`src/simt_pkg.sv`:
```
`default_nettype none

package simt_pkg;

	parameter int NUM_THREADS    = 4;
	parameter int RESULT_CREDITS = 4; // slots granted by the consumer
	parameter int XLEN           = 32;

	typedef logic [4:0]      reg_idx_t;
	typedef logic [XLEN-1:0] word_t;

	typedef enum logic [3:0] {
		OP_NONE = 4'd0, // bubble
		OP_ADD  = 4'd1,
		OP_SUB  = 4'd2,
		OP_AND  = 4'd3,
		OP_OR   = 4'd4,
		OP_XOR  = 4'd5,
		OP_SLL  = 4'd6,
		OP_SRL  = 4'd7,
		OP_SLT  = 4'd8,
		OP_LUI  = 4'd9
	} alu_op_e;

	typedef struct packed {
		alu_op_e  alu_op;
		reg_idx_t rd;
		reg_idx_t rs1;
		reg_idx_t rs2;
		logic     use_imm; // operand b is imm
		word_t    imm;     // I-type sign extended, or U-type
		logic     wb;      // writes rd
	} decoded_t;

	typedef struct packed {
		decoded_t                  dec;
		word_t [NUM_THREADS-1:0]   a;
		word_t [NUM_THREADS-1:0]   b;
		logic  [NUM_THREADS-1:0]   mask;
	} de_bundle_t;

	typedef struct packed {
		reg_idx_t                  rd;
		word_t [NUM_THREADS-1:0]   data;
		logic  [NUM_THREADS-1:0]   mask;
	} result_t;

endpackage

`default_nettype wire

```
`src/issue_ctrl.sv`:
```
`timescale 1ns/1ps
`default_nettype none

module issue_ctrl #(
	parameter int RESULT_CREDITS = simt_pkg::RESULT_CREDITS
) (
	input  logic                            clk,
	input  logic                            reset,
	input  logic                            instr_valid,
	input  logic                            credit_return,
	input  logic                            result_fire,
	input  simt_pkg::decoded_t              dec,
	input  simt_pkg::decoded_t              held,
	input  logic [simt_pkg::NUM_THREADS-1:0] held_mask,
	output logic                            hazard_stall,
	output logic                            freeze,
	output logic                            instr_ready,
	output logic                            credit_ok
);
	import simt_pkg::*;

	localparam int CW = $clog2(RESULT_CREDITS + 1);

	logic [CW-1:0] credits;
	logic          held_busy;
	logic          held_writes;
	logic          src_hit;

	assign held_busy   = held.wb && (held_mask != '0);
	assign held_writes = held_busy && (held.rd != '0);
	assign src_hit     = (dec.rs1 == held.rd) || (dec.rs2 == held.rd);

	assign hazard_stall = instr_valid && held_writes && src_hit;

	// a result leaving this cycle already owns one credit
	assign credit_ok   = result_fire ? (credits > CW'(1)) : (credits != '0);
	assign freeze      = held_busy && !credit_ok;
	assign instr_ready = !hazard_stall && !freeze;

	always_ff @(posedge clk) begin
		if (reset)
			credits <= CW'(RESULT_CREDITS);
		else
			credits <= credits - CW'(result_fire) + CW'(credit_return);
	end

	a_credit_max: assert property (@(posedge clk) disable iff (reset)
		credits <= CW'(RESULT_CREDITS));

	a_fire_credit: assert property (@(posedge clk) disable iff (reset)
		result_fire |-> (credits != '0));

endmodule

`default_nettype wire

```
`config.mk`:
```
export PLATFORM = sky130hd
export DESIGN_NAME = issue_ctrl
export DESIGN_NICKNAME = d
export VERILOG_FILES = /design/src/simt_pkg.sv /design/src/issue_ctrl.sv
export SDC_FILE = /design/constraint.sdc
export NUM_CORES = 1
export LEC_CHECK = 0
export BUFFER_PORTS_ARGS = -buffer_cell sky130_fd_sc_hd__buf_2
export CAP_MARGIN = 40
export CORE_MARGIN = 2
export CORE_UTILIZATION = 17
export DETAILED_ROUTE_END_ITERATION = 6
export PLACE_DENSITY = 0.79
export RECOVER_POWER = 50
export SLEW_MARGIN = 20
export SYNTH_ARGS = -nofsm -noshare
export SYNTH_HDL_FRONTEND = slang
export SYNTH_SLANG_ARGS = --single-unit
```
`constraint.sdc`:
```
create_clock -name clk -period 2.18 [get_ports clk]
set_input_delay 0.436 -clock clk [delete_from_list [all_inputs] [get_ports clk]]
set_output_delay 0.436 -clock clk [all_outputs]
set_load 0.02 [all_outputs]
```
==> reports/summary.txt <==
Status - finished, final reports clean
Routed vias - 407
Detailed Route WL - 971 µm
Largest net degree at the start of global routing - 5
Final setup fails - 0
Most frequent cells in the layout - buf_2, xor2_1, inv_1, nor3_1
Syn_area_per_cell - 8.31 µm²
Yosys warning count - 0
Clk sink count - 3
Leakage - 0.285 nW
Worst hold path class - input pin to register
Biggest regs - credits: 3 flops
P&R area growth vs syn - 57.3%
Global-route usage over all layers - 0.0908
Sequential power share - 0.231
CP Launch Type - register
Commonest non-fill, non-tap cell in the layout - buf_2
P_sw - 139 µW
Max reg flops - 3
Wire per inst - 9.61 µm
I/O pin count - 119
CTS H-tree lvls - 1
Max Cap Viol - 0
Worst path required time - 1740 ps
Hold Crit Start - reset
Site Rows - 16
Synth area leaders - xor2_1, dfxtp_1, ha_1
HPWL after DPL - 911 µm
Total CTS buffers - 3
Post-synthesis cell area - 349 µm²
Arrival time at the worst endpoint - 1550 ps
Switching share of power - 0.372
Skew final - 3.13 ps
Crit share post-route - 0.910
Biggest register - credits
Worst r2r src - credits[0]
# port buffers - 28
Total chip power - 373 µW
Layout cell share with drive strength beyond 1 - 0.459
Synth unique cells - 19
Area of the core - 1940 µm²
Pwr/cell area - 680 nW/µm²
First-pass GRT wire length - 1640 µm
Vias in the first global route - 409
DIE WIDTH - 49.3 µm
Mapped Cells - 42
Starting Density - 0.180
Crit. Startpoint - credits[1]
Worst-Margin Slew - 482 ps
Dominant cell type by area after synthesis - xor2_1
Logic pwr share - 0.509
Total congestion overflow - 0
Max_slew headroom - 0.674
Worst VDD drop - 0.356 mV
Clock transition at the registers of the reported paths - 40 ps
# resized after CTS - 0
Crit-path max FO - 3
Final net count - 194
DRC violations left - 0
Flops & latches, synth - 3
Fin. Hold Viols - 0
DR iter-0 viols - 5
CTS tree - built
Clock Power Share - 0.260
Crit end category - primary output
Final ANT Viol Nets - 0
CTS Hold Bufs - 0
DR pass1 iterations - 2
Post-CTS Setup Repair Bufs - 0
Setup tns final - 0 ps
Drt via density - 4.03
Synth Net Count - 161
Fin crit period - 1980 ps
Clock Tree Root - clkbuf_4
Clock Path Buffers - 2
Area share of the largest cell type after synthesis - 0.251
Initial antenna violation count - 0
Fmax achieved - 504 MHz
Post-synthesis sequential area ratio - 0.172
Clk Latency, worst-skew pair - 230 ps
Unrepaired setup endpoints after global routing - false
Die ar. - 2430 µm²
N_diodes - 0
Internal power - 234 µW
Critical path type - register to primary output
Die H - 49.3 µm
GP Congestion - 0.698
Final Max Slew Viols - 0
-- cell usage after synthesis --
master and number:
nor3_1 4, o31a_2 1, nor2b_1 1, fa_1 1
or2_2 1, or3_1 1, xor2_1 10, o41ai_1 1
a211oi_1 1, dfxtp_1 3, a31oi_1 1, nand2b_1 1
or4_1 1, nor2_1 3, a22oi_1 1, inv_1 6
ha_1 3, o21ai_2 1, xnor2_1 1
-- path summary, 6_finish.rpt --
| check | endpoint | slack [ps] | depth (start not counted) |
|---|---|---|---|
| worst max-delay path | instr_ready | 200 | 6 |
| worst min-delay path | credits[0] | 390 | 2 |
| worst max register to register | credits[2] | 590 | 8 |
| worst min register to register | credits[1] | 640 | 2 |
-- power groups by stage --
stage	Combinational [mW]	Sequential (mW)	Clock, mW
detailed placement	0.195	0.0868	0
floorplan	0.130	0.0839	0
global route	0.216	0.0883	0.111
global placement	0.186	0.0852	0
finish	0.190	0.0862	0.0971
CTS	0.196	0.0859	0.104
-- final cells by class --
| cell class | count | area, µm² |
|---|---|---|
| Clock buffer | 4 | 26.3 |
| Fill cell | 218 | 1390 |
| Inverter | 6 | 22.5 |
| Multi-Input combinational cell | 33 | 267 |
| Sequential cell | 3 | 60.1 |
| Tap cell | 27 | 33.8 |
| Timing Repair Buffer | 28 | 140 |
-- worst max-delay path: stages (launching register included) --
cell,delay [ps]
dfxtp_1,360
inv_1,70
ha_1,190
a211oi_1,240
or3_1,170
o31a_2,130
buf_2,150
-- stage by stage --
step                      worst slack (ps)   util  area (µm²)  cells  hold WS, ps
after floorplan                        382      -         349     42          503
after global placement                 216  0.269         523     97          610
after detailed placement               217  0.269         523     97          631
after CTS                              154  0.283         549    101          382
after global routing                  6.87  0.283         549    101          384
final                                  197  0.283         549    101          391
-- cell families (layout without fill, tap and decap cells) --
group | count (synthesis) | after routing | synth area share
AOI/OAI and AO/OA | 6 | 6 | 0.140
xor gates and xnor gates | 11 | 11 | 0.276
adders and majority gates | 4 | 4 | 0.165
buffers and inverters | 6 | 38 | 0.0645
DFF | 3 | 3 | 0.172
and+or+nand+nor | 12 | 12 | 0.183
-- layer usage --
metal,part of all wire,track usage
met1,0.33,0.0793
met2,0.60,0.173
met3,0.054,0.0215
met4,0.020,0.0714
met5,0,0
Note: power is estimated with default switching activity, not from simulation.
