$ cat src/simt_pkg.sv
`default_nettype none

package simt_pkg;

	parameter int NUM_THREADS    = 4;
	parameter int RESULT_CREDITS = 4; // slots granted by the consumer
	parameter int XLEN           = 32;

	typedef logic [4:0]      reg_idx_t;
	typedef logic [XLEN-1:0] word_t;

	typedef enum logic [3:0] {
		OP_NONE = 4'd0, // bubble
		OP_ADD  = 4'd1,
		OP_SUB  = 4'd2,
		OP_AND  = 4'd3,
		OP_OR   = 4'd4,
		OP_XOR  = 4'd5,
		OP_SLL  = 4'd6,
		OP_SRL  = 4'd7,
		OP_SLT  = 4'd8,
		OP_LUI  = 4'd9
	} alu_op_e;

	typedef struct packed {
		alu_op_e  alu_op;
		reg_idx_t rd;
		reg_idx_t rs1;
		reg_idx_t rs2;
		logic     use_imm; // operand b is imm
		word_t    imm;     // I-type sign extended, or U-type
		logic     wb;      // writes rd
	} decoded_t;

	typedef struct packed {
		decoded_t                  dec;
		word_t [NUM_THREADS-1:0]   a;
		word_t [NUM_THREADS-1:0]   b;
		logic  [NUM_THREADS-1:0]   mask;
	} de_bundle_t;

	typedef struct packed {
		reg_idx_t                  rd;
		word_t [NUM_THREADS-1:0]   data;
		logic  [NUM_THREADS-1:0]   mask;
	} result_t;

endpackage

`default_nettype wire

$ cat src/inst_decoder.sv
`timescale 1ns/1ps
`default_nettype none

module inst_decoder (
	input  simt_pkg::word_t    instr,
	output simt_pkg::decoded_t decoded
);
	import simt_pkg::*;

	localparam logic [6:0] OPC_OP     = 7'b0110011;
	localparam logic [6:0] OPC_OP_IMM = 7'b0010011;
	localparam logic [6:0] OPC_LUI    = 7'b0110111;
	localparam logic [6:0] F7_BASE    = 7'b0000000;
	localparam logic [6:0] F7_ALT     = 7'b0100000;

	logic [6:0] opcode;
	logic [2:0] funct3;
	logic [6:0] funct7;
	word_t      imm_i;
	word_t      imm_u;
	alu_op_e    op;

	assign opcode = instr[6:0];
	assign funct3 = instr[14:12];
	assign funct7 = instr[31:25];
	assign imm_i  = {{(XLEN-12){instr[31]}}, instr[31:20]};
	assign imm_u  = {instr[31:12], 12'b0};

	always_comb begin
		op = OP_NONE;
		case (opcode)
			OPC_OP: begin
				case (funct3)
					3'b000: begin
						if (funct7 == F7_BASE)
							op = OP_ADD;
						else if (funct7 == F7_ALT)
							op = OP_SUB;
					end
					3'b001: if (funct7 == F7_BASE) op = OP_SLL;
					3'b010: if (funct7 == F7_BASE) op = OP_SLT;
					3'b100: if (funct7 == F7_BASE) op = OP_XOR;
					3'b101: if (funct7 == F7_BASE) op = OP_SRL; // no SRA
					3'b110: if (funct7 == F7_BASE) op = OP_OR;
					3'b111: if (funct7 == F7_BASE) op = OP_AND;
					default: op = OP_NONE; // SLTU
				endcase
			end
			OPC_OP_IMM: begin
				case (funct3)
					3'b000: op = OP_ADD;
					3'b001: if (funct7 == F7_BASE) op = OP_SLL;
					3'b010: op = OP_SLT;
					3'b100: op = OP_XOR;
					3'b101: if (funct7 == F7_BASE) op = OP_SRL; // SRAI dropped
					3'b110: op = OP_OR;
					3'b111: op = OP_AND;
					default: op = OP_NONE;
				endcase
			end
			OPC_LUI: op = OP_LUI;
			default: op = OP_NONE;
		endcase
	end

	// unused source fields stay x0 so they never raise a hazard
	always_comb begin
		decoded = '0;
		if (op != OP_NONE) begin
			decoded.alu_op  = op;
			decoded.rd      = instr[11:7];
			decoded.wb      = 1'b1;
			decoded.use_imm = (opcode != OPC_OP);
			decoded.rs1     = (opcode == OPC_LUI) ? reg_idx_t'(0) : instr[19:15];
			decoded.rs2     = (opcode == OPC_OP) ? instr[24:20] : reg_idx_t'(0);
			decoded.imm     = (opcode == OPC_LUI) ? imm_u : imm_i;
		end
	end

endmodule

`default_nettype wire

$ cat config.mk
export PLATFORM = sky130hd
export DESIGN_NAME = inst_decoder
export DESIGN_NICKNAME = d
export VERILOG_FILES = /design/src/simt_pkg.sv /design/src/inst_decoder.sv
export SDC_FILE = /design/constraint.sdc
export NUM_CORES = 1
export LEC_CHECK = 0
export ABC_AREA = 1
export BUFFER_PORTS_ARGS = -buffer_cell sky130_fd_sc_hd__buf_4
export CORE_MARGIN = 2
export CORE_UTILIZATION = 40
export DETAILED_ROUTE_END_ITERATION = 12
export PLACE_DENSITY_LB_ADDON = 0.15
export SLEW_MARGIN = 40
export SYNTH_ARGS = -nofsm -noshare
export SYNTH_HDL_FRONTEND = slang
export SYNTH_SLANG_ARGS = --single-unit
$ cat constraint.sdc
create_clock -name vclk -period 1.7
set_input_delay 0.255 -clock vclk [all_inputs]
set_output_delay 0.255 -clock vclk [all_outputs]
set_load 0.005 [all_outputs]
==> out/results.ini, run 1 <==
[placed_design]
placed_cell_area_um2 = 1730
place.gp.congestion = 0.812
place_hpwl_mm = 2.59
io_buffers = 85

[clock_network]
hold_buffers = 0

[global_routing]
antenna_found_initial = 0
grt_max_degree = 27

[run_status]
haltStage = 5_1_grt
stop_error = [ERROR DPL-0033] detailed placement checks failed during check placement.
status = aborted with a tool error

[synthesis]
synth_common_cells = nand2_1 (50), a21oi_1 (29), a21oi_2 (19), o21ai_0 (19), inv_1 (11)
syn_area_um2 = 926
synth_top_area_share_pct = 20.3
syn_avg_cell_area_um2 = 5.23
yosysUniqueCellTypes = 22
synth_most_common_cell = nand2_1
synth.largest_area_cell = nand2_1
yosysWarnings = 0
yosys-top-cells-area = nand2_1 (20%), a21oi_2 (18%), a21oi_1 (16%), o21ai_0 (10%), buf_6 (6.1%)
seq_area_frac_synth_pct = 0
syn_nets = 209
synthesis.instances = 177

[sta]
endpoint_type = top-level output
grt_repair_worst_endpoint = decoded[19]

[floorplan]
die_w_um = 52.1
die_height_um = 52.1
rows = 17
io_pins = 85
start_util_pct = 42.3

==> what timing repair did <==
action,4_1_cts
pin swaps,7
gates cloned,2
buffers inserted,2
setup endpoints to repair,49
gates resized for setup,34
==> cells by family after synthesis <==
logic type	after synthesis	synth area share (%)
buffers and inverters	34	19.2
AO/OA/AOI/OAI	68	44.9
AND/OR/NAND/NOR	75	35.9
==> through the flow <==
step	std cells	setup WS (ns)
global placement	302	-0.145
floorplan	177	0.135
CTS	306	-0.112
detailed placement	302	-0.152
==> run 2, diff against run 1 <==
CORE_AREA = 2 2 63 65   (was unset)
CORE_MARGIN = unset   (was 2)
CORE_UTILIZATION = unset   (was 40)
DIE_AREA = 0 0 65 67   (was unset)
==> run 2 against run 1 <==
Against the previous run: the flow now finishes, with violations (setup timing); area after synthesis is the same; synthesized cell count is the same.
==> out/results.ini, run 2 <==
[run_status]
status = finished with violations
violations = setup timing

[global_routing]
grtUsageMet3_pct = 2.03
use_met1_pct = 21.6
grt_max_degree = 28
track_usage_pct = 17.2
met2_usage_pct = 32.3
grt_pass1_wl_mm = 6.22
grt_pass1_vias = 1419
antenna_found_initial = 0
top_usage_layer = met2
gr-total-overflow = 0

[critical_path]
crit_type = input pin to output port
cp-start-kind = input pin
setup.worst_path.end_class = output port
cp.arrival_ns = 1.60
crit_path_max_fanout = 15
crit_required_ns = 1.44

[sta]
drv_slew = 0
max_freq_mhz = 540
rsz0062_at_grt = yes
slew_headroom_pct = 78.9
period_share_pct = 109
timing.final.ws_setup_ns = -0.152
holdWs_ns = 0.814
finalSetupViolCount = 49
period_needed_ns = 1.85
finalHoldViolCount = 0
worst_pin_slew_ns = 0.312

[placed_design]
place_hpwl_mm = 2.86
place.gp.congestion = 0.801
io_buffers = 85
dp.cells = 324

[floorplan]
core_area_um2 = 3610
die_height_um = 67
start_util_pct = 25.7
io_pins = 85
dieArea_um2 = 4360
die_w_um = 65
rows = 22

[synthesis]
synth_common_cells = nand2_1 (50), a21oi_1 (29), a21oi_2 (19), o21ai_0 (19), inv_1 (11)
synth-xor-area-share_pct = 0
syn_area_um2 = 926
syn_nets = 209
synth.largest_area_cell = nand2_1
synth_compound_area_share_pct = 44.9
synth_top_family_by_area = compound AO/OA/AOI/OAI gates
seq_area_frac_synth_pct = 0
syn_avg_cell_area_um2 = 5.23
yosys-top-cells-area = nand2_1 (20%), a21oi_2 (18%), a21oi_1 (16%), o21ai_0 (10%), buf_6 (6.1%)
yosys.area_share.simple_pct = 35.9
synth_adder_area_share_pct = 0
yosysUniqueCellTypes = 22
synth_top_area_share_pct = 20.3
synthMuxAreaShare_pct = 0
synthesis.instances = 177
synth_most_common_cell = nand2_1
yosysWarnings = 0

[power]
p_clk_share_pct = 0
sw_frac_of_total_pct = 47.6
intPower_mw = 0.124
p_leak_nw = 1.09
p_per_area_nw_per_um2 = 114
power_frac_seq_pct = 0
power.switching_mw = 0.113
p_comb_share_pct = 100.0
ir_drop_v = 0.0000648

[final_layout]
fill_cells = 358
fin_cells = 335
syn_to_final_growth_pct = 125
mostFrequentLayoutCell = buf_4
multi_input_area_um2 = 937
final_cell_mix = buf_4 (110), nand2_1 (35), a21oi_2 (33), a21oi_1 (15)
nClkBuffers = 0
layout-drive-gt1-share_pct = 69.0
seq_cell_count = 0
n_antenna_cell = 0
regArea_um2 = 0
fin_nets = 321

[hold_path]
hold_path_end = decoded[46]
whs_path_depth = 4
worstHoldStart = instr[9]
min_path_type = input pin to output port

[detailed_routing]
num_vias = 1551
drtIter0Drc = 56
post_drt_wl_per_cell_um = 11.9
totalWireLength_mm = 4.00
dr.pass1.iters = 4
drc = 0
vias_per_cell = 4.63
ant_nets = 0

[flow_run]
drv_cap = 0

==> run 2: timing repair <==
action | CTS | global route
endpoints found under the setup margin | 48 | 51
gates cloned | 2 | 1
setup buffers | 6 | 2
pin swaps | 5 | 7
hold buffers | 0 | 0
resized for setup | 43 | 23
==> run 2: metrics by stage <==
| step | worst slack [ns] | power, mW | instance area (µm²) | util (%) | setup TNS (ns) |
|---|---|---|---|---|---|
| after global routing | -0.236 | 0.259 | 2080 | 57.7 | -9.42 |
| final | -0.152 | 0.237 | 2080 | 57.7 | -5.57 |
| after detailed placement | -0.168 | 0.196 | 1790 | 49.5 | -6.65 |
| after CTS | -0.125 | 0.222 | 1980 | 55.0 | -4.91 |
| after global placement | -0.214 | 0.196 | 1790 | 49.5 | -7.63 |
| after floorplan | 0.135 | 0.0755 | 926 | - | 0 |
==> run 2: power groups by stage <==
stage | Combinational, mW | Sequential, mW | Clock [mW]
after floorplan | 0.0755 | 0 | 0
after global placement | 0.196 | 0 | 0
after detailed placement | 0.196 | 0 | 0
after CTS | 0.222 | 0 | 0
after global routing | 0.259 | 0 | 0
final | 0.237 | 0 | 0
==> run 2: worst max-delay path: stages <==
cell and delay, ns:
buf_6 0.10, nor2_2 0.11, nand2_2 0.09, nor2_4 0.19, nand2_2 0.09, nand2_2 0.08
nand2_2 0.07, nand2_4 0.11, nor2_4 0.08, buf_12 0.16, a21oi_1 0.15, buf_4 0.13
==> run 2: layer usage <==
metal  part of all wire, %  vias to the layer above
li1                      -                      809
met4                     0                        0
met3                   6.4                        0
met5                     0                        -
met1                    41                      696
met2                    53                       46
==> run 2: cells by family (layout without fill, tap and decap cells) <==
family	Yosys count	in the layout
AO/OA/AOI/OAI	68	68
buffers and inverters	34	143
AND/OR/NAND/NOR	75	76
==> run 2: worst max path at each step <==
stage | to | from
after floorplan | decoded[30] | instr[1]
after global placement | decoded[10] | instr[27]
after CTS | decoded[29] | instr[27]
final | decoded[7] | instr[25]
after detailed placement | decoded[24] | instr[27]
after global routing | decoded[31] | instr[27]
==> run 2: final cells by class <==
type / count / share of cell area [%]
multi-input cells: 144 / 45.0
well taps: 48 / 2.88
inverters: 18 / 3.49
repair buffers: 125 / 48.6
(Power assumes the default switching activity.)
